==> config.mk <==
export PLATFORM = sky130hd
export DESIGN_NAME = read_response_router
export DESIGN_NICKNAME = d
export VERILOG_FILES = /design/src/read_response_router.sv
export VERILOG_INCLUDE_DIRS = /design/src
export SDC_FILE = /design/constraint.sdc
export NUM_CORES = 1
export LEC_CHECK = 0
export ABC_AREA = 1
export BUFFER_PORTS_ARGS = -buffer_cell sky130_fd_sc_hd__buf_2
export CAP_MARGIN = 20
export CORE_AREA = 2 2 171 173
export DETAILED_ROUTE_END_ITERATION = 8
export DIE_AREA = 0 0 173 175
export PLACE_DENSITY = 0.38
export SYNTH_ARGS = -nofsm -noshare
export SYNTH_HDL_FRONTEND = slang
export SYNTH_SLANG_ARGS = --single-unit
==> constraint.sdc <==
create_clock -name vclk -period 0.8
set_input_delay 0.12 -clock vclk [all_inputs]
set_output_delay 0.12 -clock vclk [all_outputs]
set_load 0.05 [all_outputs]
==> src/memsched_macros.svh <==
`ifndef MEMSCHED_MACROS_SVH
`define MEMSCHED_MACROS_SVH

// AXI read channel widths
`define MS_ADDR_W   40
`define MS_ID_W     16
`define MS_DATA_W   128

// Queue geometry, one queue per core
`define MS_NUM_Q    4
`define MS_Q_DEPTH  16

// Address bits holding the core id
`define MS_CORE_HI  15
`define MS_CORE_LO  14

// Configuration register width
`define MS_REG_W    32

`endif

==> src/read_response_router.sv <==
`timescale 1ns/1ns
`include "memsched_macros.svh"

module read_response_router (
    input  logic                  m_rvalid,
    input  logic [`MS_ID_W-1:0]   m_rid,
    input  logic [`MS_DATA_W-1:0] m_rdata,
    input  logic                  m_rlast,
    output logic                  m_rready,
    output logic                  s0_rvalid,
    output logic [`MS_ID_W-1:0]   s0_rid,
    output logic [`MS_DATA_W-1:0] s0_rdata,
    output logic                  s0_rlast,
    input  logic                  s0_rready,
    output logic                  s1_rvalid,
    output logic [`MS_ID_W-1:0]   s1_rid,
    output logic [`MS_DATA_W-1:0] s1_rdata,
    output logic                  s1_rlast,
    input  logic                  s1_rready
);

    logic [`MS_ID_W-1:0] plain_id;

    // Strip the port tag before handing the ID back
    assign plain_id = {1'b0, m_rid[`MS_ID_W-2:0]};

    always_comb
    begin
        s0_rvalid = 1'b0;
        s0_rid    = '0;
        s0_rdata  = '0;
        s0_rlast  = 1'b0;
        s1_rvalid = 1'b0;
        s1_rid    = '0;
        s1_rdata  = '0;
        s1_rlast  = 1'b0;
        if (m_rid[`MS_ID_W-1])
        begin
            s1_rvalid = m_rvalid;
            s1_rid    = plain_id;
            s1_rdata  = m_rdata;
            s1_rlast  = m_rlast;
            m_rready  = s1_rready;
        end
        else
        begin
            s0_rvalid = m_rvalid;
            s0_rid    = plain_id;
            s0_rdata  = m_rdata;
            s0_rlast  = m_rlast;
            m_rready  = s0_rready;
        end
    end

endmodule

==> impl_metrics.yaml <==
setup_path:
  cp.arrival_ns: 0.94
  cpPeakStageDelay_ns: 0.18
  worst_ep_required_time_ns: 0.68
  worst_path_max_delay_cell: "buf_6"
  crit_family: "buffers and inverters"
  path_class: "in -> out"
  crit_path_end_kind: "output pin"
  startpoint_type: "primary input"
  path_max_fanout: 8
  crit_path_cell_trace: "buf_12 -> buf_4 -> clkbuf_16 -> nor2_1 -> buf_6"
  timing.critical_path.buf_inv: 4
global_routing:
  grt_max_degree: 25
  grt_pass1_wl_um: 22500
  grt_pass1_vias: 4424
  antenna_found_initial: 0
  grt-ovfl-total: 0
  track_usage_pct: 8.97
cells_and_area:
  final_cell_mix: "240 x buf_6, 155 x inv_1, 147 x buf_2, 135 x clkinvlp_4, 88 x nand2_4"
  drive_gt1_share_pct: 82.1
  nFlopsAndLatches: 0
  utilization_pct: 33.8
  layout_commonest_cell: "buf_6"
  final_area_um2: 9610
  diodes: 0
  regArea_um2: 0
  nets: 1227
  area_delta_synth_final_pct: 301
  clockBufferCount: 0
status:
  status: "complete, but fails checks"
  violations: "setup timing"
clock_network:
  postCtsSetupRepairBufs: 0
  holdBufCountCts: 0
sta:
  hold_viol_final: 0
  setup-tns-final_ns: -59.05
  max_clock_freq_mhz: 943
  min_period_ns: 1.06
  setup_violations: 291
  setup_ws_ns: -0.261
  finalCritPeriodShare_pct: 133
  slew_viol_final: 0
  rsz0062_at_grt: "true"
floorplanning:
  rows: 62
  core_area_um2: 28400
  die-area_um2: 30300
  die_w_um: 173
  die_h_um: 175
  io_pins: 441
  floorplan.initialDensity_pct: 8.44
routing:
  vias: 4968
  route.detailed.drc: 0
  post_drt_via_cell_ratio: 3.40
  firstDrtPassIters: 4
  ant_nets: 0
  wirelength_um: 18100
  wl_per_cell_um: 12.4
  drt_iter0_markers: 63
power_and_ir_drop:
  p_leak_nw: 4.84
  power_density_nw_per_um2: 807
  peakVddDrop_mv: 0.350
place:
  dp_hpwl_um: 13100
  gp_congestion: 0.841
  place_area_um2: 6710
  io_buffers: 439
synthesis:
  syn_area_per_cell_um2: 3.87
  syn-cell-area_um2: 2400
  ys_seq_area_share_pct: 0
  ys_warn_count: 0
  syn-instance-count: 619
  synth.distinct_cells: 6
  synth_top_area_share_pct: 45.6
  yosys.area.top_type: "inv_1"
  ys_top_cells_by_area: "inv_1 46%, nand2_1 23%, nor2_1 23%"
hold_path:
  hold_depth: 4
  holdPathEnd: "s0_rdata[127]"
  min-delay-start: "m_rdata[127]"
  holdCritPathClass: "in -> out"
run:
  cap_violations: 0
[cell usage after synthesis]
cell type	instances
nand2_1	148
buf_2	22
buf_4	12
conb_1	1
inv_1	291
nor2_1	145
[cells by family (layout without fill, tap and decap cells)]
logic type    after synthesis  after routing  share of synthesized area, %
buf+inv                   325            782                          53.9
simple gates              293            293                          45.9
other cells                 1              2                         0.157
[how the worst max path moves through the flow]
stage / startpoint / end / slack [ns] / cells after the start
after floorplan: m_rid[15] / s0_rdata[100] / -0.41 / 3
after detailed placement: m_rid[15] / s0_rdata[115] / -0.36 / 5
after CTS: m_rid[15] / s0_rdata[6] / -0.27 / 5
after global routing: m_rid[15] / s0_rdata[24] / -0.31 / 5
final: m_rid[15] / s0_rdata[73] / -0.26 / 5
after global placement: m_rid[15] / s0_rdata[115] / -0.36 / 5
[metrics by stage]
stage	instances	setup slack, ns	total power, W	hold WS (ns)
2_1_floorplan	620	-0.413	0.00435	0.391
3_3_place_gp	1447	-0.356	0.00597	0.606
3_5_place_dp	1447	-0.357	0.00595	0.611
4_1_cts	1447	-0.268	0.00650	0.576
5_1_grt	1461	-0.305	0.00807	0.582
6_report	1461	-0.261	0.00776	0.573
[where the power goes]
| part | total [W] | internal [W] | leakage, nW | switching [W] |
|---|---|---|---|---|
| sequential | 0 | 0 | 0 | 0 |
| clock | 0 | 0 | 0 | 0 |
| combinational | 0.00776 | 0.00282 | 4.84 | 0.00494 |
[tightest hold or removal path, cell delays in order]
cell	delay, ns
buf_2	0.10
inv_1	0.05
nor2_2	0.04
buf_6	0.14
[what timing repair did]
item | in CTS | in global routing
gates resized for setup | 298 | 578
pin swaps | 0 | 26
endpoints found under the hold margin | 0 | 0
cloned | 0 | 14
setup endpoints to repair | 291 | 291
[final cells by class]
type	count	area, um2
multi-input combinational	295	2480
inverter	291	1600
fill	2955	18800
timing repair buffer	491	5050
tap	384	480
[layer usage]
metal,up-vias,track usage [%],wire length (um)
met4,0,0.777,168
li1,2462,-,-
met1,2276,9.22,6390
met5,-,0,0
met3,12,1.48,1130
met2,218,19.2,10400
Note: power is estimated with default switching activity, not from simulation.
