===== src/memsched_macros.svh =====
`ifndef MEMSCHED_MACROS_SVH
`define MEMSCHED_MACROS_SVH

// AXI read channel widths
`define MS_ADDR_W   40
`define MS_ID_W     16
`define MS_DATA_W   128

// Queue geometry, one queue per core
`define MS_NUM_Q    4
`define MS_Q_DEPTH  16

// Address bits holding the core id
`define MS_CORE_HI  15
`define MS_CORE_LO  14

// Configuration register width
`define MS_REG_W    32

`endif


===== src/memsched_pkg.sv =====
`include "memsched_macros.svh"

package memsched_pkg;

    //////////////////////////////
    // Request and packet types
    //////////////////////////////

    // One AXI read request as seen on an AR channel
    typedef struct packed {
        logic [`MS_ADDR_W-1:0] addr;
        logic [`MS_ID_W-1:0]   id;
        logic [7:0]            len;
    } ar_req_t;

    // Request waiting in a core queue
    typedef struct packed {
        ar_req_t                          req;
        logic [`MS_CORE_HI-`MS_CORE_LO:0] core_id;
        logic                             src_port;
    } mem_packet_t;

    //////////////////////////////
    // Scheduling configuration
    //////////////////////////////

    typedef enum logic {
        mode_fp  = 1'b0,
        mode_edf = 1'b1
    } sched_mode_t;

    // Priority view, lower value wins
    typedef struct packed {
        logic [`MS_REG_W-5:0] rsvd;
        logic [3:0]           prio;
    } fp_param_t;

    // Same queue register, decoded by the active mode
    typedef union packed {
        logic [`MS_REG_W-1:0] deadline;
        fp_param_t            fp;
    } sched_param_u;

endpackage


===== src/request_serializer.sv =====
`timescale 1ns/1ns
`include "memsched_macros.svh"

module request_serializer (
    input  logic                                      aclk,
    input  logic                                      reset,
    input  logic                                      pop,
    input  logic [$clog2(`MS_NUM_Q)-1:0]              pop_index,
    input  memsched_pkg::mem_packet_t [`MS_NUM_Q-1:0] q_heads,
    output logic                                      ser_ready,
    output memsched_pkg::ar_req_t                     m_ar,
    output logic                                      m_arvalid,
    input  logic                                      m_arready
);

    memsched_pkg::mem_packet_t head;
    memsched_pkg::ar_req_t     issue_req;

    // Top ID bit carries the source port so the response can find its way back
    always_comb
    begin
        head                       = q_heads[pop_index];
        issue_req                  = head.req;
        issue_req.id[`MS_ID_W-1]   = head.src_port;
    end

    always_ff @(posedge aclk)
    begin
        if (reset)
            m_arvalid <= 1'b0;
        else if (pop)
            m_arvalid <= 1'b1;
        else if (m_arready)
            m_arvalid <= 1'b0;
    end

    // Payload stays put until the master handshake
    always_ff @(posedge aclk)
    begin
        if (pop)
            m_ar <= issue_req;
    end

    assign ser_ready = !m_arvalid;

endmodule


===== config.mk =====
export PLATFORM = sky130hd
export DESIGN_NAME = request_serializer
export DESIGN_NICKNAME = d
export VERILOG_FILES = /design/src/memsched_pkg.sv /design/src/request_serializer.sv
export VERILOG_INCLUDE_DIRS = /design/src
export SDC_FILE = /design/constraint.sdc
export NUM_CORES = 1
export LEC_CHECK = 0
export BUFFER_PORTS_ARGS = -buffer_cell sky130_fd_sc_hd__buf_2
export CAP_MARGIN = 20
export CORE_AREA = 2 2 132 134
export CTS_CLUSTER_SIZE = 24
export DETAILED_ROUTE_END_ITERATION = 16
export DIE_AREA = 0 0 134 136
export PLACE_DENSITY = 0.55
export SETUP_SLACK_MARGIN = 0.1
export SLEW_MARGIN = 20
export SYNTH_ARGS = -nofsm -noshare
export SYNTH_HDL_FRONTEND = slang
export SYNTH_SLANG_ARGS = --single-unit

===== constraint.sdc =====
create_clock -name aclk -period 1.9 [get_ports aclk]
set_input_delay 0.38 -clock aclk [delete_from_list [all_inputs] [get_ports aclk]]
set_output_delay 0.38 -clock aclk [all_outputs]
set_load 0.1 [all_outputs]

==> flow_metrics.tcl <==
set metrics [dict create \
    path_clk_slew_ns 0.06 \
    drive_gt1_frac 0.848 \
    yosys_warnings 0 \
    grt_pass1_wl_um 16900 \
    synth_seq_cells 65 \
    fin_tns_setup_ns 0 \
    vias_per_cell 4.27 \
    synth_cell_type_count 11 \
    post_cts_resized 0 \
    min_period_over_period 0.796 \
    core_um2 16900 \
    internal-power_mw 3.27 \
    multiInputGateArea_um2 1470 \
    ir_worst_vdd_mv 0.370 \
    required_ns 1.52 \
    ctsHoldBuffers 0 \
    first_pass_iters 4 \
    drv_cap 0 \
    antenna_found_initial 3 \
    netlist_instances 147 \
    yosysTopAreaCell "edfxtp_1" \
    worst_pin_slew_ns 0.526 \
    die_w_um 134 \
    synth.net_count 421 \
    r2r_start "m_arvalid$_SDFFE_PP0P_" \
    p_sw_mw 1.98 \
    dr_total_vias 3010 \
    routed_wl_um 11800 \
    cts_buffers 9 \
    synthesis.area_um2 3580 \
    p_total_mw 5.25 \
    synthTopCellsByArea "edfxtp_1 (54%), mux4_2 (38%), buf_12 (3.4%)" \
    die_h_um 136 \
    postCtsSetupBuffers 0 \
    hold_depth 2 \
    clk_latency_ns 0.32 \
    overflow 0 \
    yosys.area.top_type_share 0.536 \
    grt_max_degree 66 \
    power.density_nw_per_um2 918 \
    wl_per_cell_um 16.8 \
    cp_num_buf_inv 1 \
    cts_tree "yes" \
    post-route-min-period_ns 1.51 \
    dieArea_um2 18200 \
    port_buffers 327 \
    clockBufferDepth 2 \
    comb_power_share 0.356 \
    crit_path_max_incr_delay_ns 0.44 \
    fmax_mhz 661 \
    nFillCells 1681 \
    hp-start "reset" \
    cp_top_family "buffers and inverters" \
    drc 0 \
    grtUsageTotal 0.125 \
    hold_viol_final 0 \
    setup_viol 0 \
    holdPathEnd "m_arvalid$_SDFFE_PP0P_" \
    initial_core_util 0.212 \
    crit_type "flop to output port" \
    cp.arrival_ns 1.13 \
    status "completed" \
    leakagePower_nw 2.53 \
    fp-row-count 48 \
    rsz0062_at_grt "false" \
    ff2ff_setup_slack_ns 1.28 \
    cp_slowest_cell "buf_2" \
    crit_path_cell_trace "buf_2" \
    cp_max_fo 1 \
    cts_max_level 3 \
    place_congestion 0.792 \
    r2r_cells 2 \
    syn_area_per_cell_um2 24.4 \
    grt_pass1_vias 3204 \
    p_clk_frac 0.300 \
    cp-start-kind "flop" \
    endpoint_kind "output port" \
    cts_root_buf "clkbuf_16" \
    first_iter_violations 69 \
    io_pins 340 \
    slew_headroom 0.651 \
    hp-class "input pin to flop" \
    p_sw_frac 0.378 \
    nets 750 \
    ant_nets 0 \
    maxSlewViolCount 0 \
    clock-sinks 65 \
    ys_seq_area_frac 0.542 \
    skew_ns 0 \
    area_delta_synth_final_pct 59.6 \
    seq_area_um2 1940 \
    pwr-share-seq 0.343 \
    reg2reg_to "m_arvalid$_SDFFE_PP0P_" \
]
cell usage after synthesis:
| master | n |
|---|---|
| a21oi_1 | 1 |
| buf_12 | 6 |
| buf_2 | 6 |
| buf_6 | 1 |
| clkbuf_2 | 1 |
| dfxtp_1 | 1 |
| edfxtp_1 | 64 |
| inv_1 | 2 |
| mux4_1 | 4 |
| mux4_2 | 60 |
| nand2b_1 | 1 |
layout by cell type, fill, tap and decap left out:
master and instances:
mux4_1 4, inv_1 1, clkbuf_1 1, edfxtp_1 64, clkinvlp_4 2, dfxtp_2 1
diode_2 1, bufinv_16 1, buf_2 326, mux4_2 60, clkinv_1 1, nand2b_1 1
a21oi_1 1, clkinv_2 1, clkbuf_16 9, buf_4 1, buf_12 5
per-stage QoR:
step | setup slack [ns] | instance area (um2) | util | hold WS [ns] | std cells
after floorplan | 0.244 | 3590 | - | 0.442 | 147
after global placement | 0.259 | 5440 | 0.323 | 0.492 | 690
after detailed placement | 0.244 | 5440 | 0.323 | 0.496 | 690
after CTS | 0.355 | 5720 | 0.339 | 0.175 | 704
after global routing | 0.347 | 5720 | 0.339 | 0.183 | 705
final | 0.387 | 5720 | 0.339 | 0.197 | 705
power by group through the flow:
stage	sequential, mW	combinational (mW)	clock [mW]
3_5_place_dp	1.83	1.89	0
5_1_grt	1.82	1.94	1.71
6_report	1.80	1.87	1.58
3_3_place_gp	1.83	1.87	0
2_1_floorplan	2.91	0.330	0
4_1_cts	1.81	1.89	1.64
layout make-up:
class | count | share of cell area
flip-flops and latches | 65 | 0.340
repair buffers | 332 | 0.304
multi-input cells | 66 | 0.257
well taps | 225 | 0.0492
clock buffers | 10 | 0.0400
clock inverters | 4 | 0.00809
inverters | 2 | 0.00197
diodes | 1 | 0.000437
sequential cells by signal, indices dropped and copies added (netlist names):
signal,count
m_ar,64
m_arvalid,1
worst reg2reg max path: stages (launching register included):
cell      delay, ns
dfxtp_2        0.36
nand2b_1       0.06
a21oi_1        0.13
per-layer routing:
metal  vias up  GRT usage  share of wire
met5         -          0         0.0023
li1       1349          -              -
met1      1464      0.138           0.37
met4         4     0.0597          0.017
met3        17     0.0365          0.082
met2       176      0.221           0.53
worst max-delay path by stage:
| stage | startpoint | endpoint | slack, ns | depth (start not counted) |
|---|---|---|---|---|
| 2_1_floorplan | m_arvalid$_SDFFE_PP0P_ | ser_ready | 0.24 | 1 |
| 3_3_place_gp | pop_index[0] | m_ar[56]$_DFFE_PP_ | 0.26 | 3 |
| 3_5_place_dp | pop_index[0] | m_ar[54]$_DFFE_PP_ | 0.24 | 3 |
| 4_1_cts | m_ar[10]$_DFFE_PP_ | m_ar[10] | 0.35 | 1 |
| 5_1_grt | m_arvalid$_SDFFE_PP0P_ | ser_ready | 0.35 | 2 |
| 6_report | m_ar[35]$_DFFE_PP_ | m_ar[35] | 0.39 | 1 |
cells by family after synthesis:
group                  share of synthesized area
AO/OA/AOI/OAI                            0.00140
buffers and inverters                     0.0485
flip-flops                                 0.542
multiplexers                               0.406
AND/OR/NAND/NOR                          0.00175
No activity file was read; power rests on OpenSTA's default activity.
