==> config.mk <==
export PLATFORM = sky130hd
export DESIGN_NAME = config_regs
export DESIGN_NICKNAME = d
export VERILOG_FILES = /design/src/memsched_pkg.sv /design/src/config_regs.sv
export VERILOG_INCLUDE_DIRS = /design/src
export SDC_FILE = /design/constraint.sdc
export NUM_CORES = 1
export LEC_CHECK = 0
export ABC_AREA = 1
export BUFFER_PORTS_ARGS = -buffer_cell sky130_fd_sc_hd__buf_2
export CORE_ASPECT_RATIO = 0.8
export CORE_MARGIN = 3
export CORE_UTILIZATION = 46
export CTS_CLUSTER_SIZE = 25
export DETAILED_ROUTE_END_ITERATION = 10
export HOLD_SLACK_MARGIN = 0.08
export PLACE_DENSITY = 0.82
export SLEW_MARGIN = 10
export SYNTH_ARGS = -nofsm -noshare
export SYNTH_HDL_FRONTEND = slang
export SYNTH_SLANG_ARGS = --single-unit
==> constraint.sdc <==
create_clock -name aclk -period 1.06 [get_ports aclk]
set_clock_uncertainty 0.2 [all_clocks]
set_input_delay 0.159 -clock aclk [delete_from_list [all_inputs] [get_ports aclk]]
set_output_delay 0.159 -clock aclk [all_outputs]
set_load 0.05 [all_outputs]
==> src/memsched_macros.svh <==
`ifndef MEMSCHED_MACROS_SVH
`define MEMSCHED_MACROS_SVH

// AXI read channel widths
`define MS_ADDR_W   40
`define MS_ID_W     16
`define MS_DATA_W   128

// Queue geometry, one queue per core
`define MS_NUM_Q    4
`define MS_Q_DEPTH  16

// Address bits holding the core id
`define MS_CORE_HI  15
`define MS_CORE_LO  14

// Configuration register width
`define MS_REG_W    32

`endif

==> src/memsched_pkg.sv <==
`include "memsched_macros.svh"

package memsched_pkg;

    //////////////////////////////
    // Request and packet types
    //////////////////////////////

    // One AXI read request as seen on an AR channel
    typedef struct packed {
        logic [`MS_ADDR_W-1:0] addr;
        logic [`MS_ID_W-1:0]   id;
        logic [7:0]            len;
    } ar_req_t;

    // Request waiting in a core queue
    typedef struct packed {
        ar_req_t                          req;
        logic [`MS_CORE_HI-`MS_CORE_LO:0] core_id;
        logic                             src_port;
    } mem_packet_t;

    //////////////////////////////
    // Scheduling configuration
    //////////////////////////////

    typedef enum logic {
        mode_fp  = 1'b0,
        mode_edf = 1'b1
    } sched_mode_t;

    // Priority view, lower value wins
    typedef struct packed {
        logic [`MS_REG_W-5:0] rsvd;
        logic [3:0]           prio;
    } fp_param_t;

    // Same queue register, decoded by the active mode
    typedef union packed {
        logic [`MS_REG_W-1:0] deadline;
        fp_param_t            fp;
    } sched_param_u;

endpackage

==> src/config_regs.sv <==
`timescale 1ns/1ns
`include "memsched_macros.svh"

module config_regs (
    input  logic                                       aclk,
    input  logic                                       reset,
    input  logic                                       cfg_we,
    input  logic [2:0]                                 cfg_addr,
    input  logic [`MS_REG_W-1:0]                       cfg_wdata,
    output memsched_pkg::sched_mode_t                  mode,
    output memsched_pkg::sched_param_u [`MS_NUM_Q-1:0] params,
    output logic [`MS_NUM_Q-1:0]                       param_written
);

    logic [`MS_NUM_Q-1:0] param_hit;

    // Address 0 is the mode, queue q sits at q + 1
    always_comb
    begin
        for (int q = 0; q < `MS_NUM_Q; q++)
            param_hit[q] = cfg_we && (cfg_addr == 3'(q + 1));
    end

    always_ff @(posedge aclk)
    begin
        if (reset)
        begin
            mode          <= memsched_pkg::mode_fp;
            param_written <= '0;
            for (int q = 0; q < `MS_NUM_Q; q++)
                params[q].deadline <= `MS_REG_W'(16);
        end
        else
        begin
            // Pulse lines up with the cycle the new value is visible
            param_written <= param_hit;
            if (cfg_we && cfg_addr == 3'd0)
                mode <= memsched_pkg::sched_mode_t'(cfg_wdata[0]);
            for (int q = 0; q < `MS_NUM_Q; q++)
            begin
                if (param_hit[q])
                    params[q].deadline <= cfg_wdata;
            end
        end
    end

endmodule

==> metrics.md <==
| Metric | Value |
|---|---|
| Clock share of power | `around two fifths` |
| Storage element area | `0.002846 sq mm` |
| Hold Crit Class | `primary input to flop` |
| DP HPWL | `between 10000 and 15000 um` |
| Max Cap Violations | `0` |
| Static leakage | `4.027 nW` |
| Total GRT Usage | `a little under a third` |
| Proportion of synthesized chip area in sequential cells | `between 50% and 60%` |
| Fin crit share | `122.1%` |
| Distinct cells, synth | `13` |
| Startpoint Class | `flop` |
| CP endpoint kind | `output port` |
| Starting Density | `47.82%` |
| Yosys warnings | `0` |
| Async SR Flop Fraction | `0%` |
| Largest delay contributor family on the critical path | `flip-flops` |
| Total buffers and inverters traversed by the critical path | `1` |
| Fillers | `about 640` |
| GR Overflow Total | `0` |
| First-pass GRT wire length | `around 30000 um` |
| Syn_nets | `794` |
| CTS buffer count | `17` |
| Final setup margin | `-0.2343 ns` |
| Hold Crit Depth | `5` |
| Outcome | `finished with violations` |
| Most common cell in the synthesized netlist | `nor2_1` |
| Post-route cell area | `approximately 0.0090 sq mm` |
| Nets | `1010` |
| Rows | `34` |
| Largest net degree at the start of global routing | `between 50 and 60` |
| Crit Path Max Fanout | `2` |
| Sequential Power Share | `between 40 and 50%` |
| Failing checks | `setup timing` |
| Antenna-violating nets left | `0` |
| Core area | `0.01102 sq mm` |
| Layout area overhead | `70.36%` |
| Via count | `around 6000` |
| Worst EP arrival | `about 0.94 ns` |
| Worst R2R Path Depth | `4` |
| Psw | `approximately 3.8 mW` |
| Vias in the first global route | `between 5000 and 6000` |
| Internal power | `9.312 mW` |
| Synth Instances | `756` |
| RSZ-0062 raised after global routing | `yes` |
| Vias/cell | `5.346` |
| Area leader, netlist | `dfxtp_1` |
| Overall die width | `~130 um` |
| Slew at the pin closest to its max-slew limit | `between 0.3 and 0.4 ns` |
| Crit path kind | `flop to output port` |
| Synth Area per Inst | `about 7.0 sq um` |
| Die Ht | `approximately 100 um` |
| Final hold viol count | `0` |
| CTS tree | `built` |
| Max clock buf depth | `2` |
| Peak supply drop | `about 1.3 mV` |
| Worst EP required | `around 0.7 ns` |
| Number of remaining DRC errors | `0` |
| Num ports | `171` |
| Switch share | `slightly below 30%` |
| Ys flop type | `dfxtp_1` |
| Cell Pwr Density | `about 1500 mW/mm^2` |
| Drt wl/cell | `17.87 um` |
| Dpl ws | `-0.2746 ns` |
| Fin. max-slew vios | `0` |
| CTS sink cnt | `~130` |
| Number of synthesized flops with an enable pin | `0` |
| Levels on crit path | `1` |
| Multi-input gate area | `approximately 0.0022 sq mm` |
| Antenna violations before repair | `1` |
| #FFs+latches synth | `133` |
| Final Setup Violations | `around 130` |
| Combinational Power Share | `between 15 and 20%` |
| Fmax | `slightly below 0.8 GHz` |
| CP max-delay cell | `dfxtp_2` |
| Synth top area share | `50.53%` |
| Worst slew margin | `between 70% and 80%` |
| IO Port Bufs | `170` |
| H-Tree Depth | `4` |
| Most frequent cells after synthesis | `nor2_1 (253), nand2_1 (143), dfxtp_1 (133)` |
| DP Area | `between 0.006 and 0.007 sq mm` |
| Synth Cell Area | `~0.0053 sq mm` |
| Min Tclk post-route | `about 1.3 ns` |
| Synth top area cells | `dfxtp_1 (51%), nor2_1 (18%), nand3_1 (12%)` |
| Share of post-route cells with drive strength above 1 | `a little over two fifths` |
| Wirelength, routed | `approximately 20000 um` |
| DRT iter0 DRCs | `~570` |
| Worst path max stage delay | `approximately 0.36 ns` |
| Pre-Repair DR Iteration Count | `5` |
| Die Area | `approximately 0.013 sq mm` |
| Worst skew pair latency | `0.42 ns` |
| Clock root cell | `clkbuf_16` |
| Worst-path cell chain | `buf_8` |
| Clock Pin Slew Worst Setup and Hold Paths | `around 0.060 ns` |
| Placer Congestion | `between 0.8 and 0.9` |
-- repair_timing --
action                                  in CTS  in global routing
endpoints found under the setup margin     133                262
gates cloned                                 0                  2
buffers inserted                             7                  8
hold buffers                                32                  1
endpoints found under the hold margin      133                  6
pin swaps                                    0                  5
gates resized for setup                    490                 85
-- state kept, by name (all words and copies together) (netlist names) --
| signal | cells |
|---|---|
| params | 128 |
| mode | 1 |
| param_written | 4 |
-- layer usage --
metal,vias up,GRT usage [%],routed length (um)
met5,-,0,0
met4,0,16.92,807
met3,76,9.489,1930
met2,386,54.35,10360
met1,2799,32.65,7078
li1,2775,-,-
-- layout make-up --
cell class                      instances  area share, %
Clock buffer                           20          4.865
Tap cell                              144          2.007
Inverter                               38          1.756
Clock inverter                         11         0.9757
Sequential cell                       133          31.71
Antenna cell                            1        0.02788
Multi-Input combinational cell        534          24.78
Timing Repair Buffer                  248          33.87
-- cells in the final DEF, fill, tap and decap left out, drive strengths merged --
master,count
clkinv,8
dfxtp,133
clkinvlp,3
diode,1
nand2,143
nand3,129
dlygate4sd3,32
bufinv,1
inv,37
clkbuf,22
nor2,261
buf,214
a21oi,1
-- metrics by stage --
stage          setup TNS [ns]  power [mW]  instances  utilization [%]  hold WS [ns]
4_1_cts                -46.46       12.89       1121            78.76     0.0005511
2_1_floorplan          -1.276       6.622        756                -       0.03138
5_1_grt                -31.53       13.51       1129            81.47       0.05836
3_5_place_dp           -30.47       7.156       1051            58.46        0.2352
3_3_place_gp           -27.44       7.130       1051            58.46        0.2183
6_report               -28.26       13.10       1129            81.47       0.05306
-- power by group through the flow --
| stage | Combinational (mW) | Clock, mW | Sequential (mW) |
|---|---|---|---|
| floorplan | 0.660 | 0 | 5.96 |
| detailed placement | 1.78 | 0 | 5.38 |
| global route | 2.49 | 5.64 | 5.38 |
| CTS | 2.18 | 5.34 | 5.37 |
| global placement | 1.76 | 0 | 5.37 |
| finish | 2.36 | 5.37 | 5.37 |
-- cells by family after synthesis --
| logic type | after synthesis | synth area share, % |
|---|---|---|
| and+or+nand+nor | 533 | 41.70 |
| DFF | 133 | 50.53 |
| buffers and inverters | 89 | 7.670 |
| AOI/OAI and AO/OA | 1 | 0.09490 |
-- final timing paths --
check,startpoint,endpoint,slack [ns]
worst max-delay path,params[66],params[66],-0.23
worst min-delay path,cfg_wdata[0],params[96],0.05
worst max register to register,params[67],params[67],0.02
worst min register to register,params[43],params[43],0.29
-- worst register-to-register path, delay by kind of cell, from the launching register on --
| kind | cells | cell delay (ns) |
|---|---|---|
| flops | 1 | 0.33 |
| simple gates | 2 | 0.15 |
| buf+inv | 2 | 0.26 |
Power figures use the tool's default switching activity.
