<file path="src/memsched_macros.svh">
`ifndef MEMSCHED_MACROS_SVH
`define MEMSCHED_MACROS_SVH

// AXI read channel widths
`define MS_ADDR_W   40
`define MS_ID_W     16
`define MS_DATA_W   128

// Queue geometry, one queue per core
`define MS_NUM_Q    4
`define MS_Q_DEPTH  16

// Address bits holding the core id
`define MS_CORE_HI  15
`define MS_CORE_LO  14

// Configuration register width
`define MS_REG_W    32

`endif

</file>
<file path="src/memsched_pkg.sv">
`include "memsched_macros.svh"

package memsched_pkg;

    //////////////////////////////
    // Request and packet types
    //////////////////////////////

    // One AXI read request as seen on an AR channel
    typedef struct packed {
        logic [`MS_ADDR_W-1:0] addr;
        logic [`MS_ID_W-1:0]   id;
        logic [7:0]            len;
    } ar_req_t;

    // Request waiting in a core queue
    typedef struct packed {
        ar_req_t                          req;
        logic [`MS_CORE_HI-`MS_CORE_LO:0] core_id;
        logic                             src_port;
    } mem_packet_t;

    //////////////////////////////
    // Scheduling configuration
    //////////////////////////////

    typedef enum logic {
        mode_fp  = 1'b0,
        mode_edf = 1'b1
    } sched_mode_t;

    // Priority view, lower value wins
    typedef struct packed {
        logic [`MS_REG_W-5:0] rsvd;
        logic [3:0]           prio;
    } fp_param_t;

    // Same queue register, decoded by the active mode
    typedef union packed {
        logic [`MS_REG_W-1:0] deadline;
        fp_param_t            fp;
    } sched_param_u;

endpackage

</file>
<file path="src/deadline_scheduler.sv">
`timescale 1ns/1ns
`include "memsched_macros.svh"

module deadline_scheduler (
    input  logic                                       aclk,
    input  logic                                       reset,
    input  memsched_pkg::sched_mode_t                  mode,
    input  memsched_pkg::sched_param_u [`MS_NUM_Q-1:0] params,
    input  logic [`MS_NUM_Q-1:0]                       param_written,
    input  logic [`MS_NUM_Q-1:0]                       q_nonempty,
    input  logic                                       ser_ready,
    output logic                                       pop,
    output logic [$clog2(`MS_NUM_Q)-1:0]               pop_index
);

    localparam int IDX_W = $clog2(`MS_NUM_Q);

    logic [`MS_REG_W-1:0] counter [`MS_NUM_Q];
    logic [`MS_REG_W-1:0] cand_key;
    logic [`MS_REG_W-1:0] best_key;
    logic [IDX_W-1:0]     best_idx;
    logic                 best_found;

    //////////////////////////////
    // Per-queue deadline counters
    //////////////////////////////

    always_ff @(posedge aclk)
    begin
        for (int q = 0; q < `MS_NUM_Q; q++)
        begin
            if (reset || param_written[q] || (pop && pop_index == q))
                counter[q] <= params[q].deadline;
            else if (counter[q] != '0)
                counter[q] <= counter[q] - 1'b1;
        end
    end

    // Smallest key among non-empty queues, strict compare keeps the lowest index on ties
    always_comb
    begin
        best_found = 1'b0;
        best_idx   = '0;
        best_key   = '0;
        for (int q = 0; q < `MS_NUM_Q; q++)
        begin
            if (mode == memsched_pkg::mode_edf)
                cand_key = counter[q];
            else
                cand_key = {{(`MS_REG_W-4){1'b0}}, params[q].fp.prio};
            if (q_nonempty[q] && (!best_found || cand_key < best_key))
            begin
                best_found = 1'b1;
                best_idx   = IDX_W'(q);
                best_key   = cand_key;
            end
        end
    end

    // One grant per cycle, only into an empty serializer
    assign pop       = ser_ready && best_found;
    assign pop_index = best_idx;

endmodule

</file>
<file path="config.mk">
export PLATFORM = sky130hd
export DESIGN_NAME = deadline_scheduler
export DESIGN_NICKNAME = d
export VERILOG_FILES = /design/src/memsched_pkg.sv /design/src/deadline_scheduler.sv
export VERILOG_INCLUDE_DIRS = /design/src
export SDC_FILE = /design/constraint.sdc
export NUM_CORES = 1
export LEC_CHECK = 0
export ABC_AREA = 0
export BUFFER_PORTS_ARGS = -buffer_cell sky130_fd_sc_hd__buf_2
export CAP_MARGIN = 10
export CORE_AREA = 2 2 141 143
export CTS_BUF_LIST = sky130_fd_sc_hd__clkbuf_8
export DETAILED_ROUTE_END_ITERATION = 8
export DIE_AREA = 0 0 143 145
export GPL_TIMING_DRIVEN = 1
export PLACE_DENSITY_LB_ADDON = 0.25
export SYNTH_ARGS = -nofsm -noshare
export SYNTH_HDL_FRONTEND = slang
export SYNTH_SLANG_ARGS = --single-unit
</file>
<file path="constraint.sdc">
create_clock -name aclk -period 27.1 [get_ports aclk]
set_clock_uncertainty 0.1 [all_clocks]
set_input_delay 1.355 -clock aclk [delete_from_list [all_inputs] [get_ports aclk]]
set_output_delay 1.355 -clock aclk [all_outputs]
set_load 0.02 [all_outputs]
</file>
==> flow_summary.json <==
{
  "final_layout_size_suffix_gt1_share_pct": 19.5,
  "worstPathRequired_ns": 25.65,
  "max_cap_violations": 0,
  "overflow": 0,
  "cts_tree": "yes",
  "gp_congestion": 0.903,
  "postCtsSetupRepairBufs": 0,
  "ys_warn_count": 0,
  "dp_hpwl_um": 21600,
  "synth_adder_area_share_pct": 10.5,
  "die_w_um": 143,
  "grt_max_degree": 108,
  "grt_use_met1_pct": 36.2,
  "htreeDepth": 4,
  "top_regs": "counter: 128 flops",
  "syn_avg_cell_area_um2": 9.67,
  "postRouteWirelength_um": 28200,
  "endpoint_kind": "output port",
  "ys.flop_type": "edfxtp_1",
  "max_freq_mhz": 78.2,
  "tightest_slew_ns": 1.08,
  "rsz0062_at_grt": "no",
  "fillers": 1567,
  "cts_buffers": 17,
  "maxSlewViolCount": 0,
  "cts.clk_slew.worst_paths_ns": 0.09,
  "firstDrtPassIters": 6,
  "hold_buffers": 0,
  "dp.cells": 1564,
  "cp_num_buf_inv": 4,
  "synth-edff-count": 128,
  "muxShareOfSynthArea_pct": 14.2,
  "dieArea_um2": 20700,
  "setup_violations": 0,
  "grt_use_met2_pct": 46.2,
  "period_share_pct": 47.2,
  "synth.top_cell.area_share_pct": 33.2,
  "via_per_inst": 5.88,
  "synth_area_leaders": "edfxtp_1 (33%), ha_1 (10%), mux2_1 (7.6%)",
  "start_util_pct": 60.3,
  "vdd_drop_max_uv": 33.3,
  "synth_compound_area_share_pct": 9.52,
  "outcome": "finished, final reports clean",
  "syn_nets": 1435,
  "worst_setup_path_start_kind": "input pin",
  "dieHeight_um": 145,
  "wl_per_cell_um": 17.7,
  "drc": 0,
  "final_nets": 1555,
  "synthCells": 1198,
  "grt_use_met3_pct": 4.03,
  "largest_reg_flops": 128,
  "min_period_ns": 12.79,
  "finalHoldViolCount": 0,
  "synthToLayoutAreaGrowth_pct": 11.3,
  "rrSetupSlack_ns": 17.07,
  "final-instance-count-excl-fill": 1596,
  "crit_type": "in -> out",
  "antenna_left": 0,
  "max-slew-margin-rel_pct": 27.9,
  "core_region_area_um2": 19200,
  "dr.first_iter.drc_count": 667,
  "cts_resized": 0,
  "cts_sinks": 128,
  "floorplan.rows": 51,
  "clkLatencyLatePin_ns": 0.47,
  "ios": 143,
  "slowest_delay_ns": 0.89,
  "clk_path_buf_depth": 2,
  "synthXorXnorAreaFrac_pct": 8.24,
  "crit_arrival_ns": 11.34,
  "regMostFlops": "counter",
  "ys_ff_latch": 128,
  "ys_seq_area_share_pct": 33.2,
  "antenna_found_initial": 1,
  "grt_pass1_wl_um": 45200,
  "path_max_fanout": 107,
  "min_path_type": "reg -> reg",
  "vias": 9390,
  "top_usage_layer": "met2",
  "synth_area_um2": 11600,
  "slowest_stage": "nand2b_2",
  "grt_pass1_vias": 9158,
  "synth_largest_area_cell": "edfxtp_1",
  "cp_top_family": "compound AO/OA/AOI/OAI gates",
  "fin_tns_setup_ns": 0,
  "leakagePower_nw": 5.43,
  "ys_types": 71,
  "powerDensity_nw_per_um2": 49.1,
  "async_flop_share_pct": 0,
  "port_buffers": 142,
  "track_usage_pct": 27.4,
  "synth-simple-area-share_pct": 21.1,
  "root_buffer": "clkbuf_8",
  "synth_top_family_by_area": "simple AND/OR/NAND/NOR gates",
  "fin_area_um2": 12900,
  "place_area_um2": 12400
}
per-stage QoR:
stage	hold slack, ns	total power [mW]	worst slack, ns	utilization (%)
6_report	0.617	0.633	14.31	67.1
5_1_grt	0.669	0.666	13.31	67.1
4_1_cts	0.614	0.633	14.47	67.1
3_5_place_dp	0.593	0.443	14.52	64.8
3_3_place_gp	0.579	0.438	14.74	64.8
2_1_floorplan	0.542	0.394	16.43	-
layout make-up:
type / instances / area (um^2) / area share [%]
Multi-Input combinational cell: 986 / 7370 / 57.2
Sequential cell: 128 / 3840 / 29.8
Timing Repair Buffer: 150 / 771 / 5.98
Tap cell: 265 / 332 / 2.57
Clock buffer: 17 / 234 / 1.82
Clock inverter: 14 / 204 / 1.58
Inverter: 35 / 131 / 1.02
Antenna cell: 1 / 2.50 / 0.0194
path summary, 6_finish.rpt:
kind | startpoint | end | cells past startpoint
max reg2reg | counter[1][31] | counter[0][17] | 32
min reg2reg | counter[1][25] | counter[1][25] | 3
max | mode | pop_index[0] | 34
min | counter[1][25] | counter[1][25] | 3
cells by family (layout without fill, tap and decap cells):
group,Yosys count,count (layout)
buffers and inverters,84,216
adder cells (fa/ha/maj),97,97
other,0,1
XOR/XNOR,109,109
multiplexers,137,137
AO/OA/AOI/OAI,175,175
flip-flops,128,128
AND/OR/NAND/NOR,468,468
metal layers:
| metal | vias to the layer above | routed length, um |
|---|---|---|
| li1 | 4632 | - |
| met1 | 4460 | 12400 |
| met2 | 253 | 13900 |
| met3 | 45 | 1300 |
| met4 | 0 | 604 |
| met5 | - | 0 |
placed cells by master (no fill, tap or decap), types with 15 or more instances in the layout:
cell type and n:
xnor2_1 32, clkbuf_8 17, nand2_1 110, edfxtp_1 128, nor3_1 37, a21oi_1 63
nor2_1 108, buf_2 142, and2_1 67, mux2_4 29, xor2_1 77, nor4_1 24
o21ai_0 23, mux2_2 24, a31oi_1 28, or3_1 20, ha_1 97, mux2_1 78
nand2b_1 15, nand4_1 20, inv_1 35
tightest hold or removal path, cell delays in order, from the launching register on:
cell,delay (ns)
edfxtp_1,0.37
o41ai_1,0.08
nand2_1,0.06
mux2_1,0.11
power by group:
group          leakage (nW)  switching (mW)  internal (mW)
Combinational          3.86          0.0917         0.0810
Clock                 0.215          0.0893          0.102
Sequential             1.36          0.0274          0.242
Total                  5.43           0.208          0.425
cell usage after synthesis, types with 6 or more instances:
cell,instances
inv_1,35
nor2b_1,13
nor2_1,108
o21a_1,8
or3_1,20
xnor2_1,32
nand2_1,110
mux2i_1,6
o31ai_1,6
ha_1,97
a21o_1,9
o21ai_0,23
nand3_1,9
buf_6,6
buf_1,8
mux2_2,24
or4_1,14
a21oi_1,63
and2_1,67
nor3_1,37
nand4_1,20
edfxtp_1,128
a211oi_1,6
mux2_1,78
nand2b_1,16
mux2_4,29
clkbuf_1,28
xor2_1,77
a31oi_1,28
nor4_1,24
Note: power is estimated with default switching activity, not from simulation.
