[src/memsched_macros.svh]
`ifndef MEMSCHED_MACROS_SVH
`define MEMSCHED_MACROS_SVH

// AXI read channel widths
`define MS_ADDR_W   40
`define MS_ID_W     16
`define MS_DATA_W   128

// Queue geometry, one queue per core
`define MS_NUM_Q    4
`define MS_Q_DEPTH  16

// Address bits holding the core id
`define MS_CORE_HI  15
`define MS_CORE_LO  14

// Configuration register width
`define MS_REG_W    32

`endif

[src/memsched_pkg.sv]
`include "memsched_macros.svh"

package memsched_pkg;

    //////////////////////////////
    // Request and packet types
    //////////////////////////////

    // One AXI read request as seen on an AR channel
    typedef struct packed {
        logic [`MS_ADDR_W-1:0] addr;
        logic [`MS_ID_W-1:0]   id;
        logic [7:0]            len;
    } ar_req_t;

    // Request waiting in a core queue
    typedef struct packed {
        ar_req_t                          req;
        logic [`MS_CORE_HI-`MS_CORE_LO:0] core_id;
        logic                             src_port;
    } mem_packet_t;

    //////////////////////////////
    // Scheduling configuration
    //////////////////////////////

    typedef enum logic {
        mode_fp  = 1'b0,
        mode_edf = 1'b1
    } sched_mode_t;

    // Priority view, lower value wins
    typedef struct packed {
        logic [`MS_REG_W-5:0] rsvd;
        logic [3:0]           prio;
    } fp_param_t;

    // Same queue register, decoded by the active mode
    typedef union packed {
        logic [`MS_REG_W-1:0] deadline;
        fp_param_t            fp;
    } sched_param_u;

endpackage

[src/core_queues.sv]
`timescale 1ns/1ns
`include "memsched_macros.svh"

module core_queues (
    input  logic                                         aclk,
    input  logic                                         reset,
    input  memsched_pkg::mem_packet_t                    packet0,
    input  logic                                         pkt_valid0,
    output logic                                         pkt_accept0,
    input  memsched_pkg::mem_packet_t                    packet1,
    input  logic                                         pkt_valid1,
    output logic                                         pkt_accept1,
    input  logic                                         pop,
    input  logic [$clog2(`MS_NUM_Q)-1:0]                 pop_index,
    output memsched_pkg::mem_packet_t [`MS_NUM_Q-1:0]    q_heads,
    output logic [`MS_NUM_Q-1:0]                         q_nonempty
);

    localparam int PTR_W = $clog2(`MS_Q_DEPTH);
    localparam int CNT_W = $clog2(`MS_Q_DEPTH + 1);

    memsched_pkg::mem_packet_t mem [`MS_NUM_Q][`MS_Q_DEPTH];
    logic [PTR_W-1:0]          wr_ptr [`MS_NUM_Q];
    logic [PTR_W-1:0]          rd_ptr [`MS_NUM_Q];
    logic [CNT_W-1:0]          count [`MS_NUM_Q];
    logic [`MS_NUM_Q-1:0]      full;
    logic [`MS_NUM_Q-1:0]      push;
    logic [`MS_NUM_Q-1:0]      pull;
    logic                      wr_en;
    memsched_pkg::mem_packet_t wr_pkt;

    //////////////////////////////
    // Admission, port 0 first
    //////////////////////////////

    assign pkt_accept0 = pkt_valid0 && !full[packet0.core_id];
    // Port 1 only gets the write slot when port 0 does not use it
    assign pkt_accept1 = pkt_valid1 && !pkt_accept0 && !full[packet1.core_id];

    assign wr_en  = pkt_accept0 || pkt_accept1;
    assign wr_pkt = pkt_accept0 ? packet0 : packet1;

    always_comb
    begin
        for (int q = 0; q < `MS_NUM_Q; q++)
        begin
            full[q]       = (count[q] == CNT_W'(`MS_Q_DEPTH));
            push[q]       = wr_en && (wr_pkt.core_id == q);
            pull[q]       = pop && (pop_index == q);
            q_nonempty[q] = (count[q] != '0);
            q_heads[q]    = mem[q][rd_ptr[q]];
        end
    end

    //////////////////////////////
    // Storage and pointers
    //////////////////////////////

    always_ff @(posedge aclk)
    begin
        if (wr_en)
            mem[wr_pkt.core_id][wr_ptr[wr_pkt.core_id]] <= wr_pkt;
    end

    always_ff @(posedge aclk)
    begin
        if (reset)
        begin
            for (int q = 0; q < `MS_NUM_Q; q++)
            begin
                wr_ptr[q] <= '0;
                rd_ptr[q] <= '0;
                count[q]  <= '0;
            end
        end
        else
        begin
            for (int q = 0; q < `MS_NUM_Q; q++)
            begin
                if (push[q])
                    wr_ptr[q] <= wr_ptr[q] + 1'b1;
                if (pull[q])
                    rd_ptr[q] <= rd_ptr[q] + 1'b1;
                count[q] <= count[q] + CNT_W'(push[q]) - CNT_W'(pull[q]);
            end
        end
    end

endmodule

[config.mk]
export PLATFORM = sky130hd
export DESIGN_NAME = core_queues
export DESIGN_NICKNAME = d
export VERILOG_FILES = /design/src/memsched_pkg.sv /design/src/core_queues.sv
export VERILOG_INCLUDE_DIRS = /design/src
export SDC_FILE = /design/constraint.sdc
export NUM_CORES = 2
export LEC_CHECK = 0
export BUFFER_PORTS_ARGS = -buffer_cell sky130_fd_sc_hd__clkbuf_2
export CELL_PAD_IN_SITES_DETAIL_PLACEMENT = 0
export CELL_PAD_IN_SITES_GLOBAL_PLACEMENT = 2
export CORE_MARGIN = 3
export CORE_UTILIZATION = 35
export DETAILED_ROUTE_END_ITERATION = 12
export PLACE_DENSITY_LB_ADDON = 0.1
export SYNTH_ARGS = -nofsm -noshare
export SYNTH_HDL_FRONTEND = slang
export SYNTH_MEMORY_MAX_BITS = 65536
export SYNTH_SLANG_ARGS = --single-unit
[constraint.sdc]
create_clock -name aclk -period 21.9 [get_ports aclk]
set_input_delay 3.285 -clock aclk [delete_from_list [all_inputs] [get_ports aclk]]
set_output_delay 3.285 -clock aclk [all_outputs]
set_load 0.05 [all_outputs]
==> results.md <==
* Status: finished, final reports clean
* Area grow syn2layout at 15.6%
* Area of the core at approximately 0.47 mm^2
* Die Width at 692 um
* Leakage at 58.5 nW
* Via density at 5.37
* Initial core utilization at 35.2%
* Syn_area_per_cell at 25.6 um^2
* Final count of hold timing violations at 0
* CP Max Fanout at just over 60
* Synth warn at 0
* Antenna violations before repair at 16
* Fin Clk Skew at around 0.043 ns
* Final core utilization at 40.7%
* Total CTS buffers at 473
* Post_cts resized at 0
* Min-delay worst type: register to register
* Post-synth top area share at between 70% and 80%
* Drt total wl at between 400000 and 500000 um
* Hold Path End: count[0][4]$_SDFF_PP0_
* Final Wtd Congestion at approximately 0.72
* Setup bufs post-CTS at 0
* Post-route design area at between 0.15 and 0.2 mm^2
* Fin crit share at 43.7%
* Smallest hold slack at slightly below 0.6 ns
* Cell count of the worst reg-to-reg path at 11
* Crit-path cells: buf_4, buf_4, buf_4, buf_4, mux4_2, mux4_2, clkbuf_2
* Fin cells at 13.8k
* Max Cap Viol at 0
* Required @ worst endpoint at 18.62 ns
* Synth async-reset ratio at 0%
* Vias in the first global route at 80.7k
* Worst path bufs/invs at 5
* Hold_buf cts at 0
* H-tree Lvls at 5
* Synth Cell Area at 0.165 mm^2
* Share of post-route cells with drive strength above 1 at 36.6%
* Top-count cell post-synth: edfxtp_1
* Gr ovfl total at 0
* CTS tree: done
* IO Pins at 415
* DR pass1 iterations at 7
* First-pass GRT wire length at around 640000 um
* RR Startpoint: count[0][13]$_SDFF_PP0_
* Die height at between 600 and 700 um
* CP Capture Type: primary output
* Area after DPL at 0.176 mm^2
* Cell mode on critical path: buf_4
* #FFs+latches synth at 4340
* # fillers at 40.9k
* Antenna viol nets, final at 0
* Final slew viol count at 0
* HPWL after DPL at about 240000 um
* Critical R2R Capture: mem[3][764]$_DFFE_PP_
* Crit path launch: rd_ptr[2][1]$_SDFFCE_PN0P_
* DR WL/cell at 33.2 um
* Final setup viols at 0
* Min cycle time layout at 9.58 ns
* Worst slew pin tran at 1.22 ns
* Post-synth top cells: edfxtp_1 (4320), mux4_2 (1340), clkbuf_1 (219)
* Largest net degree at the start of global routing at about 130
* Yosys top cell by area: edfxtp_1
* Nets at roughly 7.4k
* Setup tns final at 0 ns
* Unrepaired setup endpoints after global routing: false
* Num Clock Sinks at around 4.3k
* Clock transition at path regs at 0.06 ns
* CTS root buf: clkbuf_16
* Initial drt markers at 7013
* Top post-synthesis cells by area: edfxtp_1 (79%), mux4_2 (18%), clkbuf_1 (0.50%), mux2_2 (0.45%), dfxtp_1 (0.24%)
* Clk_lat worst skew at 1.02 ns
* Worst slew margin at 18.5%
* Number of port buffers at between 400 and 500
* Post-synth EDFFs at 4320
* Placed Cells at 13.0k
* DRC viols at 0
* F_max at 104 MHz
* Most used DFF post-synth: edfxtp_1
* GR Util All Layers at between 10% and 20%
* VDD IR max at 0.0632 mV
* Vias at approximately 74k
* R2r setup slk at between 15 and 20 ns
* Synth Net Count at 6602
* Slowest CP cell: buf_4
* Hold Path Origin: count[0][3]$_SDFF_PP0_
* Cell Pwr Density at 102 mW/mm^2
* Clock Path Buffers at 4
* Row count at 251
* Post-Synthesis Cells at 6425
* Seq/Total Area, Yosys at 79.0%
* Critical Path AT at 6.29 ns
* Worst Hold Depth at 3
* Critical path launch point type: register
* Post-synth cell types at 53
* Crit path max-delay family: buffers and inverters
* WS Path Type: register to primary output
* Worst path max stage delay at 0.89 ns
* DIE AREA at between 0.4 and 0.5 mm^2
how the worst max path moves through the flow:
stage	to	slack (ns)	cells past startpoint
2_1_floorplan	mem[0][335]$_DFFE_PP_	11.15	10
3_3_place_gp	q_heads[104]	13.15	7
3_5_place_dp	q_heads[92]	13.19	7
4_1_cts	q_heads[104]	12.08	7
5_1_grt	q_heads[92]	11.84	7
6_report	q_heads[177]	12.32	7
stage by stage:
stage | power (mW) | setup WS, ns
after global routing | 20.2 | 11.84
after detailed placement | 12.1 | 13.19
after CTS | 19.8 | 12.08
after global placement | 12.0 | 13.15
final | 19.5 | 12.32
after floorplan | 11.2 | 11.15
routing by layer:
| layer | part of all wire, % | track usage [%] |
|---|---|---|
| met5 | 0 | 0 |
| met4 | 2.1 | 4.06 |
| met1 | 45 | 27.3 |
| met2 | 48 | 30.6 |
| met3 | 5.2 | 3.19 |
worst register-to-register path: stages (launching register included):
cell	delay, ns
dfxtp_1	0.32
inv_1	0.08
ha_1	0.18
nand4bb_1	0.19
o221a_2	0.36
nand2_4	0.37
buf_4	0.61
a211o_1	0.28
nand3_1	0.52
nor3_2	0.71
buf_4	0.67
buf_4	0.68
state kept, by name, summed over array words and instances (netlist names):
signal  flops
count      20
wr_ptr     16
mem      4288
rd_ptr     16
placed cells by master, fill, tap and decap left out, types with 5 or more instances in the layout:
master	Yosys	final
clkinv_2	0	80
clkbuf_8	0	6
inv_1	36	36
clkinv_1	1	137
nor2b_1	10	10
nor2_1	53	53
mux4_2	1340	1340
nand2b_1	5	5
dfxtp_1	20	20
clkbuf_1	219	98
xor2_1	13	13
nand2_1	9	8
nand3_1	23	23
or2_2	8	8
clkbuf_2	0	414
buf_12	0	17
nor3_2	2	62
edfxtp_1	4320	4320
a21oi_1	13	13
bufinv_16	0	34
or3_1	6	6
xnor2_1	15	15
clkbuf_16	0	487
mux2_2	66	66
a211oi_1	6	6
ha_1	32	32
buf_4	0	237
cell type report:
type                       count  area [um^2]  share of cell area (%)
sequential                  4340       130000                    68.3
multi-input combinational   1714        33400                    17.6
clock buffer                 591        12600                    6.64
tap                         6198         7750                    4.07
timing repair buffer         668         4190                    2.20
clock inverter               268         2150                    1.13
inverter                      39          146                  0.0769
antenna                        2         5.00                 0.00263
where the power goes:
| part | internal, mW | switching, mW | leakage (nW) |
|---|---|---|---|
| Combinational | 0.555 | 1.50 | 12.1 |
| Clock | 4.45 | 3.22 | 7.26 |
| Sequential | 9.71 | 0.0595 | 39.1 |
| Total | 14.7 | 4.78 | 58.5 |
logic make-up after synthesis:
kind of cell | share of synthesized area [%]
adders and majority gates | 0.292
muxes | 18.8
AOI/OAI and AO/OA | 0.200
buffers and inverters | 0.890
xor gates and xnor gates | 0.149
DFF | 79.0
and+or+nand+nor | 0.613
Note: power is estimated with default switching activity, not from simulation.
