--- src/memsched_macros.svh ---
`ifndef MEMSCHED_MACROS_SVH
`define MEMSCHED_MACROS_SVH

// AXI read channel widths
`define MS_ADDR_W   40
`define MS_ID_W     16
`define MS_DATA_W   128

// Queue geometry, one queue per core
`define MS_NUM_Q    4
`define MS_Q_DEPTH  16

// Address bits holding the core id
`define MS_CORE_HI  15
`define MS_CORE_LO  14

// Configuration register width
`define MS_REG_W    32

`endif

--- src/memsched_pkg.sv ---
`include "memsched_macros.svh"

package memsched_pkg;

    //////////////////////////////
    // Request and packet types
    //////////////////////////////

    // One AXI read request as seen on an AR channel
    typedef struct packed {
        logic [`MS_ADDR_W-1:0] addr;
        logic [`MS_ID_W-1:0]   id;
        logic [7:0]            len;
    } ar_req_t;

    // Request waiting in a core queue
    typedef struct packed {
        ar_req_t                          req;
        logic [`MS_CORE_HI-`MS_CORE_LO:0] core_id;
        logic                             src_port;
    } mem_packet_t;

    //////////////////////////////
    // Scheduling configuration
    //////////////////////////////

    typedef enum logic {
        mode_fp  = 1'b0,
        mode_edf = 1'b1
    } sched_mode_t;

    // Priority view, lower value wins
    typedef struct packed {
        logic [`MS_REG_W-5:0] rsvd;
        logic [3:0]           prio;
    } fp_param_t;

    // Same queue register, decoded by the active mode
    typedef union packed {
        logic [`MS_REG_W-1:0] deadline;
        fp_param_t            fp;
    } sched_param_u;

endpackage

--- src/request_packetizer.sv ---
`timescale 1ns/1ns
`include "memsched_macros.svh"

module request_packetizer #(
    parameter bit source_port = 1'b0
) (
    input  logic                      aclk,
    input  logic                      reset,
    input  memsched_pkg::ar_req_t     ar,
    input  logic                      arvalid,
    output logic                      arready,
    input  logic                      pkt_accept,
    output memsched_pkg::mem_packet_t packet,
    output logic                      pkt_valid
);

    logic                      full;
    memsched_pkg::mem_packet_t pkt_q;

    // Holding register occupancy
    always_ff @(posedge aclk)
    begin
        if (reset)
            full <= 1'b0;
        else if (arvalid && arready)
            full <= 1'b1;
        else if (pkt_accept)
            full <= 1'b0;
    end

    // Capture the request and tag it with core id and port
    always_ff @(posedge aclk)
    begin
        if (arvalid && arready)
        begin
            pkt_q.req      <= ar;
            pkt_q.core_id  <= ar.addr[`MS_CORE_HI:`MS_CORE_LO];
            pkt_q.src_port <= source_port;
        end
    end

    assign arready   = !full;
    assign pkt_valid = full;
    assign packet    = pkt_q;

endmodule

--- config.mk ---
export PLATFORM = sky130hd
export DESIGN_NAME = request_packetizer
export DESIGN_NICKNAME = d
export VERILOG_FILES = /design/src/memsched_pkg.sv /design/src/request_packetizer.sv
export VERILOG_INCLUDE_DIRS = /design/src
export SDC_FILE = /design/constraint.sdc
export NUM_CORES = 1
export LEC_CHECK = 0
export BUFFER_PORTS_ARGS = -buffer_cell sky130_fd_sc_hd__clkbuf_2
export CAP_MARGIN = 20
export CORE_ASPECT_RATIO = 2
export CORE_MARGIN = 2
export CORE_UTILIZATION = 43
export DETAILED_ROUTE_END_ITERATION = 8
export PLACE_DENSITY = 0.85
export SLEW_MARGIN = 25
export SYNTH_ARGS = -nofsm -noshare
export SYNTH_HDL_FRONTEND = slang
export SYNTH_SLANG_ARGS = --single-unit
--- constraint.sdc ---
create_clock -name aclk -period 3.7 [get_ports aclk]
set_input_delay 0.185 -clock aclk [delete_from_list [all_inputs] [get_ports aclk]]
set_output_delay 0.185 -clock aclk [all_outputs]
set_load 0.05 [all_outputs]
==> results of run 1 <==
==> layer usage <==
layer  vias to the layer above  wire (um)  global-route usage
li1                        573          -                   -
met1                       520       1230               0.154
met2                       133       1720               0.222
met3                         7        829               0.121
met4                         0         89               0.103
met5                         -          0                   0
==> timing repair <==
action                    CTS  global route
hold endpoints to repair    1             0
hold buffers                1             0
resized for setup           0             0
==> cell families (layout without fill, tap and decap cells) <==
group,count (synthesis),after routing
simple gates,2,2
compound gates,1,1
other cells,1,1
buf+inv,4,154
flops,65,65
==> registers in the layout, indices dropped and copies added (netlist names) <==
signal / count
pkt_valid: 1
packet: 64
==> worst max-delay path, cell delays in order (launching register included) <==
cell and delay [ns]:
dfxtp_1 0.34, and2b_2 0.86, buf_4 0.39
==> worst max-delay path by stage <==
stage / to / slack, ns / cells after the start
floorplan: packet[10] / 1.82 / 1
global placement: packet[20] / 1.82 / 2
detailed placement: packet[34] / 1.74 / 2
CTS: packet[52] / 1.72 / 2
global route: packet[56] / 1.58 / 2
finish: packet[30] / 1.78 / 2
==> cells in the mapped netlist, drive strengths merged <==
cell type and count:
edfxtp 64, a211oi 1, inv 1, buf 3, conb 1, and2b 1, dfxtp 1, nor2 1
==> power by group through the flow <==
| stage | Sequential, mW | Combinational, mW | Clock, mW |
|---|---|---|---|
| after floorplan | 1.04 | 0.0284 | 0 |
| after global placement | 0.891 | 0.255 | 0 |
| after detailed placement | 0.893 | 0.257 | 0 |
| after CTS | 0.877 | 0.259 | 0.719 |
| after global routing | 0.880 | 0.269 | 0.751 |
| final | 0.876 | 0.256 | 0.702 |
==> final cells by class <==
cell class	count	area, um2
Timing Repair Buffer	137	693
Inverter	1	3.75
Tap cell	55	68.8
Multi-Input combinational cell	4	23.8
Clock buffer	9	124
Clock inverter	7	119
Sequential cell	65	1940
Fill cell	326	1540
==> stage by stage <==
stage	cells	hold slack [ns]	utilization	power (mW)	instance area [um2]
4_1_cts	278	0.00210	0.659	1.85	2970
3_3_place_gp	261	0.348	0.603	1.15	2720
3_5_place_dp	261	0.355	0.603	1.15	2720
2_1_floorplan	73	0.258	-	1.07	1990
5_1_grt	278	0.00213	0.659	1.90	2970
6_report	278	0.0202	0.659	1.83	2970
==> flow_summary.toml, run 1 <==
[run_status]
status = "completed"

[place]
place_ws_ns = 1.74
place_hpwl_um = 3020
port_buffers = 135
place.gp.congestion = 0.818

[timing]
drv_slew = 0
setup-violations-final = 0
setup_tns_ns = 0
fmax_mhz = 521
setup_ws_ns = 1.78
rsz0062_at_grt = "false"
period_share = 0.519
skew_ns = 0.00693
tightest_slew_ns = 0.959
slew_headroom = 0.361
fin_crit_ns = 1.92
hold_violations = 0

[floorplanning]
initial_core_util = 0.442
dieWidth_um = 52.1
core-area_um2 = 4510
die_y_um = 100
num_rows = 35
die_area_um2 = 5230
num_io_pins = 137

[flow_run]
cap_viol_max_count = 0

[synthesis]
synth-xor-area-share = 0
synthSimpleGateAreaFrac = 0.00628
synthTopCellsByArea = "edfxtp_1 96%, buf_4 1.1%, dfxtp_1 1.0%, and2b_2 0.44%, a211oi_1 0.38%"
synthAdderAreaFrac = 0
synth_area_per_cell_um2 = 27.3
ys_seq_area_frac = 0.975
yosysUniqueCellTypes = 8
synth_nets = 141
syn-instance-count = 73
post-synth-top-area-cell = "edfxtp_1"
ys_seq_elements = 65
muxShareOfSynthArea = 0
ys_warn_count = 0
synth_top_family_by_area = "buffers and inverters"
synthesis.area_um2 = 1990
synth_compound_area_frac = 0.00377
yosysTopAreaCellShare = 0.965

[cells_and_area]
n_antenna_cell = 0
syn_to_final_growth_pct = 49.3
drive_gt1_frac = 0.686
fin_nets = 286
mostFrequentLayoutCell = "clkbuf_2"
layout_common_cells = "135 x clkbuf_2, 64 x edfxtp_1, 9 x clkbuf_8"

[cts]
htreeDepth = 3
post_cts_buffers = 0
cts.path.max_buffers = 2
clkSlewWorstSetupHoldPaths_ns = 0.07
clock_sinks = 65
cts_buffers = 9
cts_tree = "yes"
clk_latency_ns = 0.33
cts_root_buffer = "clkbuf_8"

[route]
detail_route.iter0.violations = 14
dr.pass1.iters = 3
drc = 0
avgRoutedWirePerCell_um = 13.9
ant_nets = 0
dr_total_vias = 1233
wirelength_um = 3860
vias_per_cell = 4.44

[global_route]
grt_pass1_wl_um = 5460
antenna_found_initial = 0
grt_usage = 0.157
overflow = 0
grt_max_degree = 48
grt_pass1_vias = 1234

[min_path]
hold_path_end = "packet[34]"
hp-class = "input port to flop"
min_from = "ar[31]"
holdPathStages = 1

[critical_path]
arrival_ns = 1.94
end_kind = "flop"
reg2reg_to = "packet[30]"
rrSetupSlack_ns = 1.78
cp_max_fo = 47
crit_type = "flop to flop"
required_ns = 3.72
start_kind = "flop"
crit_path_start = "pkt_valid"
worst_r2r_path_depth = 2
r2r-start = "pkt_valid"

[pwr]
combPwrFrac = 0.139
cellLeakagePower_nw = 1.32
p_sw_frac = 0.256
internal_power_mw = 1.37
pwr-share-clk = 0.383
switchingPower_mw = 0.469
pwr_density_cell_nw_per_um2 = 617
p_seq_frac = 0.478
ir_drop_v = 0.000574
No activity file was read; power rests on OpenSTA's default activity.
==> run 2, diff against run 1 <==
ABC_AREA = 1   (was unset)
CORE_UTILIZATION = 40   (was 43)
PLACE_DENSITY = 0.8   (was 0.85)
clock period = 1.8 ns   (was 3.7 ns; I/O delays follow)
==> run 2 against run 1 <==
Against the previous run: cell count rose by 24%; register-to-register slack got worse by 1.4 ns; flip-flop and latch count unchanged; area after synthesis up 0.31%; sequential power increased by 110%; critical endpoint is now packet[33]; setup slack got worse by 1.4 ns; global-route usage rose by 5.5 points; utilization up 8.3 points; first-iteration DRC count up 120%.
==> flow_summary.toml, run 2 <==
[critical_path]
worst_r2r_path_depth = 4
timing.critical_path.to = "packet[33]"
cp_max_fo = 24
r2r-start = "pkt_valid"
reg2reg_to = "packet[33]"
start_kind = "flop"
crit_path_start = "pkt_valid"
end_kind = "flop"
crit_type = "flop to flop"
arrival_ns = 1.50
required_ns = 1.89
rrSetupSlack_ns = 0.39

[cts]
cts.repair.resized = 0
cts.path.max_buffers = 2
clkSlewWorstSetupHoldPaths_ns = 0.06
cts_buffers = 9
cts_root_buffer = "clkbuf_8"
clk_latency_ns = 0.33
htreeDepth = 3
cts_tree = "yes"
clock_sinks = 65

[place]
place.gp.congestion = 0.686
port_buffers = 135
postPlaceCellArea_um2 = 2780
place_hpwl_um = 3200

[route]
vias_per_cell = 4.36
dr_total_vias = 1507
avgRoutedWirePerCell_um = 15.6
wirelength_um = 5400
dr.pass1.iters = 4
detail_route.iter0.violations = 31
ant_nets = 0
drc = 0

[floorplanning]
num_io_pins = 137
num_rows = 36
core-area_um2 = 4820
dieWidth_um = 54.0
initial_core_util = 0.415
die_area_um2 = 5610
die_y_um = 104

[cells_and_area]
n_antenna_cell = 0
syn_to_final_growth_pct = 79.1
drive_gt1_frac = 0.522
fin_area_um2 = 3580
largest_reg_flops = 64
fillers = 301
mostFrequentLayoutCell = "clkbuf_2"
fin_nets = 353
layout_common_cells = "135 x clkbuf_2, 65 x dlygate4sd3_1, 64 x edfxtp_1"

[synthesis]
synthArstFlopShare = 0
synth_nets = 143
synth_area_per_cell_um2 = 26.6
ys_warn_count = 0
ys_seq_area_frac = 0.972
ys.flop_type = "edfxtp_1"
ys_seq_elements = 65
synthesis.area_um2 = 2000
post-synth-top-area-cell = "edfxtp_1"
synth_edf_count = 64
yosys.cell_count.top_type = "edfxtp_1"
yosysTopAreaCellShare = 0.962
synth_common_cells = "64 x edfxtp_1, 3 x buf_4, 2 x inv_1"
yosysUniqueCellTypes = 9
syn-instance-count = 75
synthTopCellsByArea = "edfxtp_1 96%, buf_4 1.1%, dfxtp_1 1.0%, a21oi_2 0.44%, inv_1 0.38%"

[timing]
fmax_mhz = 708
drv_slew = 0
rsz0062_at_grt = "false"
setup_tns_ns = 0
hold_violations = 0
setup-violations-final = 0
fin_crit_ns = 1.41
skew_ns = 0.00511
period_share = 0.785

[pwr]
pwr-share-clk = 0.279
cellLeakagePower_nw = 1.57
switchingPower_mw = 0.945
combPwrFrac = 0.195
p_seq_frac = 0.526
ir_drop_v = 0.000862
internal_power_mw = 2.48
p_sw_frac = 0.276
pwr_density_cell_nw_per_um2 = 957

[global_route]
grt_usage = 0.212
grt_max_degree = 25
antenna_found_initial = 0
overflow = 0
grt_pass1_wl_um = 7980
grt_pass1_vias = 1642

[min_path]
hp-class = "input port to flop"

[run_status]
status = "completed"

[flow_run]
cap_viol_max_count = 0
==> run 2: repair_timing <==
item	4_1_cts	5_1_grt
hold buffers	65	0
buffers inserted	0	0
endpoints found under the hold margin	65	0
==> run 2: cell type report <==
cell class / instances / area [um2] / area share
sequential: 65 / 1950 / 0.544
timing repair buffer: 202 / 1370 / 0.382
clock buffer: 14 / 143 / 0.0398
tap: 57 / 71.3 / 0.0199
multi-input combinational: 4 / 27.5 / 0.00769
inverter: 3 / 22.5 / 0.00629
clock inverter: 1 / 3.75 / 0.00105
==> run 2: worst max-delay path: stages, from the launching register on <==
cell        delay (ns)
dfxtp_4           0.38
inv_8             0.03
nand2_4           0.06
clkinvlp_4        0.36
buf_12            0.32
==> run 2: power groups by stage <==
stage                     clock, mW  sequential (mW)  combinational [mW]
final                         0.955             1.80               0.667
after global placement            0             1.83               0.541
after CTS                     0.978             1.80               0.663
after detailed placement          0             1.83               0.549
after floorplan                   0             2.15              0.0624
after global routing           1.02             1.81               0.696
==> run 2: per-layer routing <==
| metal | part of all wire | routed length (um) | up-vias | global-route usage |
|---|---|---|---|---|
| met4 | 0.062 | 335 | 0 | 0.170 |
| met2 | 0.55 | 2970 | 94 | 0.344 |
| met1 | 0.31 | 1680 | 679 | 0.199 |
| met3 | 0.077 | 416 | 28 | 0.0733 |
| met5 | 0 | 0 | - | 0 |
| li1 | - | - | 706 | - |
==> run 2: worst min-delay path by stage <==
stage | from | to | slack, ns | cells past startpoint
2_1_floorplan | reset | pkt_valid | 0.14 | 1
3_3_place_gp | reset | pkt_valid | 0.25 | 2
3_5_place_dp | reset | pkt_valid | 0.26 | 2
4_1_cts | arvalid | pkt_valid | 0.008 | 3
5_1_grt | arvalid | pkt_valid | 0.02 | 3
6_report | arvalid | pkt_valid | 0.03 | 3
==> run 2: cells by family after synthesis <==
group | count (synthesis) | share of synthesized area
AO/OA/AOI/OAI | 1 | 0.00438
buffers and inverters | 6 | 0.0169
flip-flops | 65 | 0.972
other | 1 | 0.00188
AND/OR/NAND/NOR | 2 | 0.00501
==> run 2: through the flow <==
| stage | setup slack [ns] | hold slack, ns | instances | power (mW) | util |
|---|---|---|---|---|---|
| floorplan | -0.121 | 0.143 | 75 | 2.21 | - |
| CTS | 0.369 | 0.00752 | 346 | 3.44 | 0.743 |
| global placement | 0.415 | 0.246 | 266 | 2.37 | 0.577 |
| global route | 0.290 | 0.0247 | 346 | 3.53 | 0.743 |
| finish | 0.387 | 0.0253 | 346 | 3.42 | 0.743 |
| detailed placement | 0.381 | 0.256 | 266 | 2.38 | 0.577 |
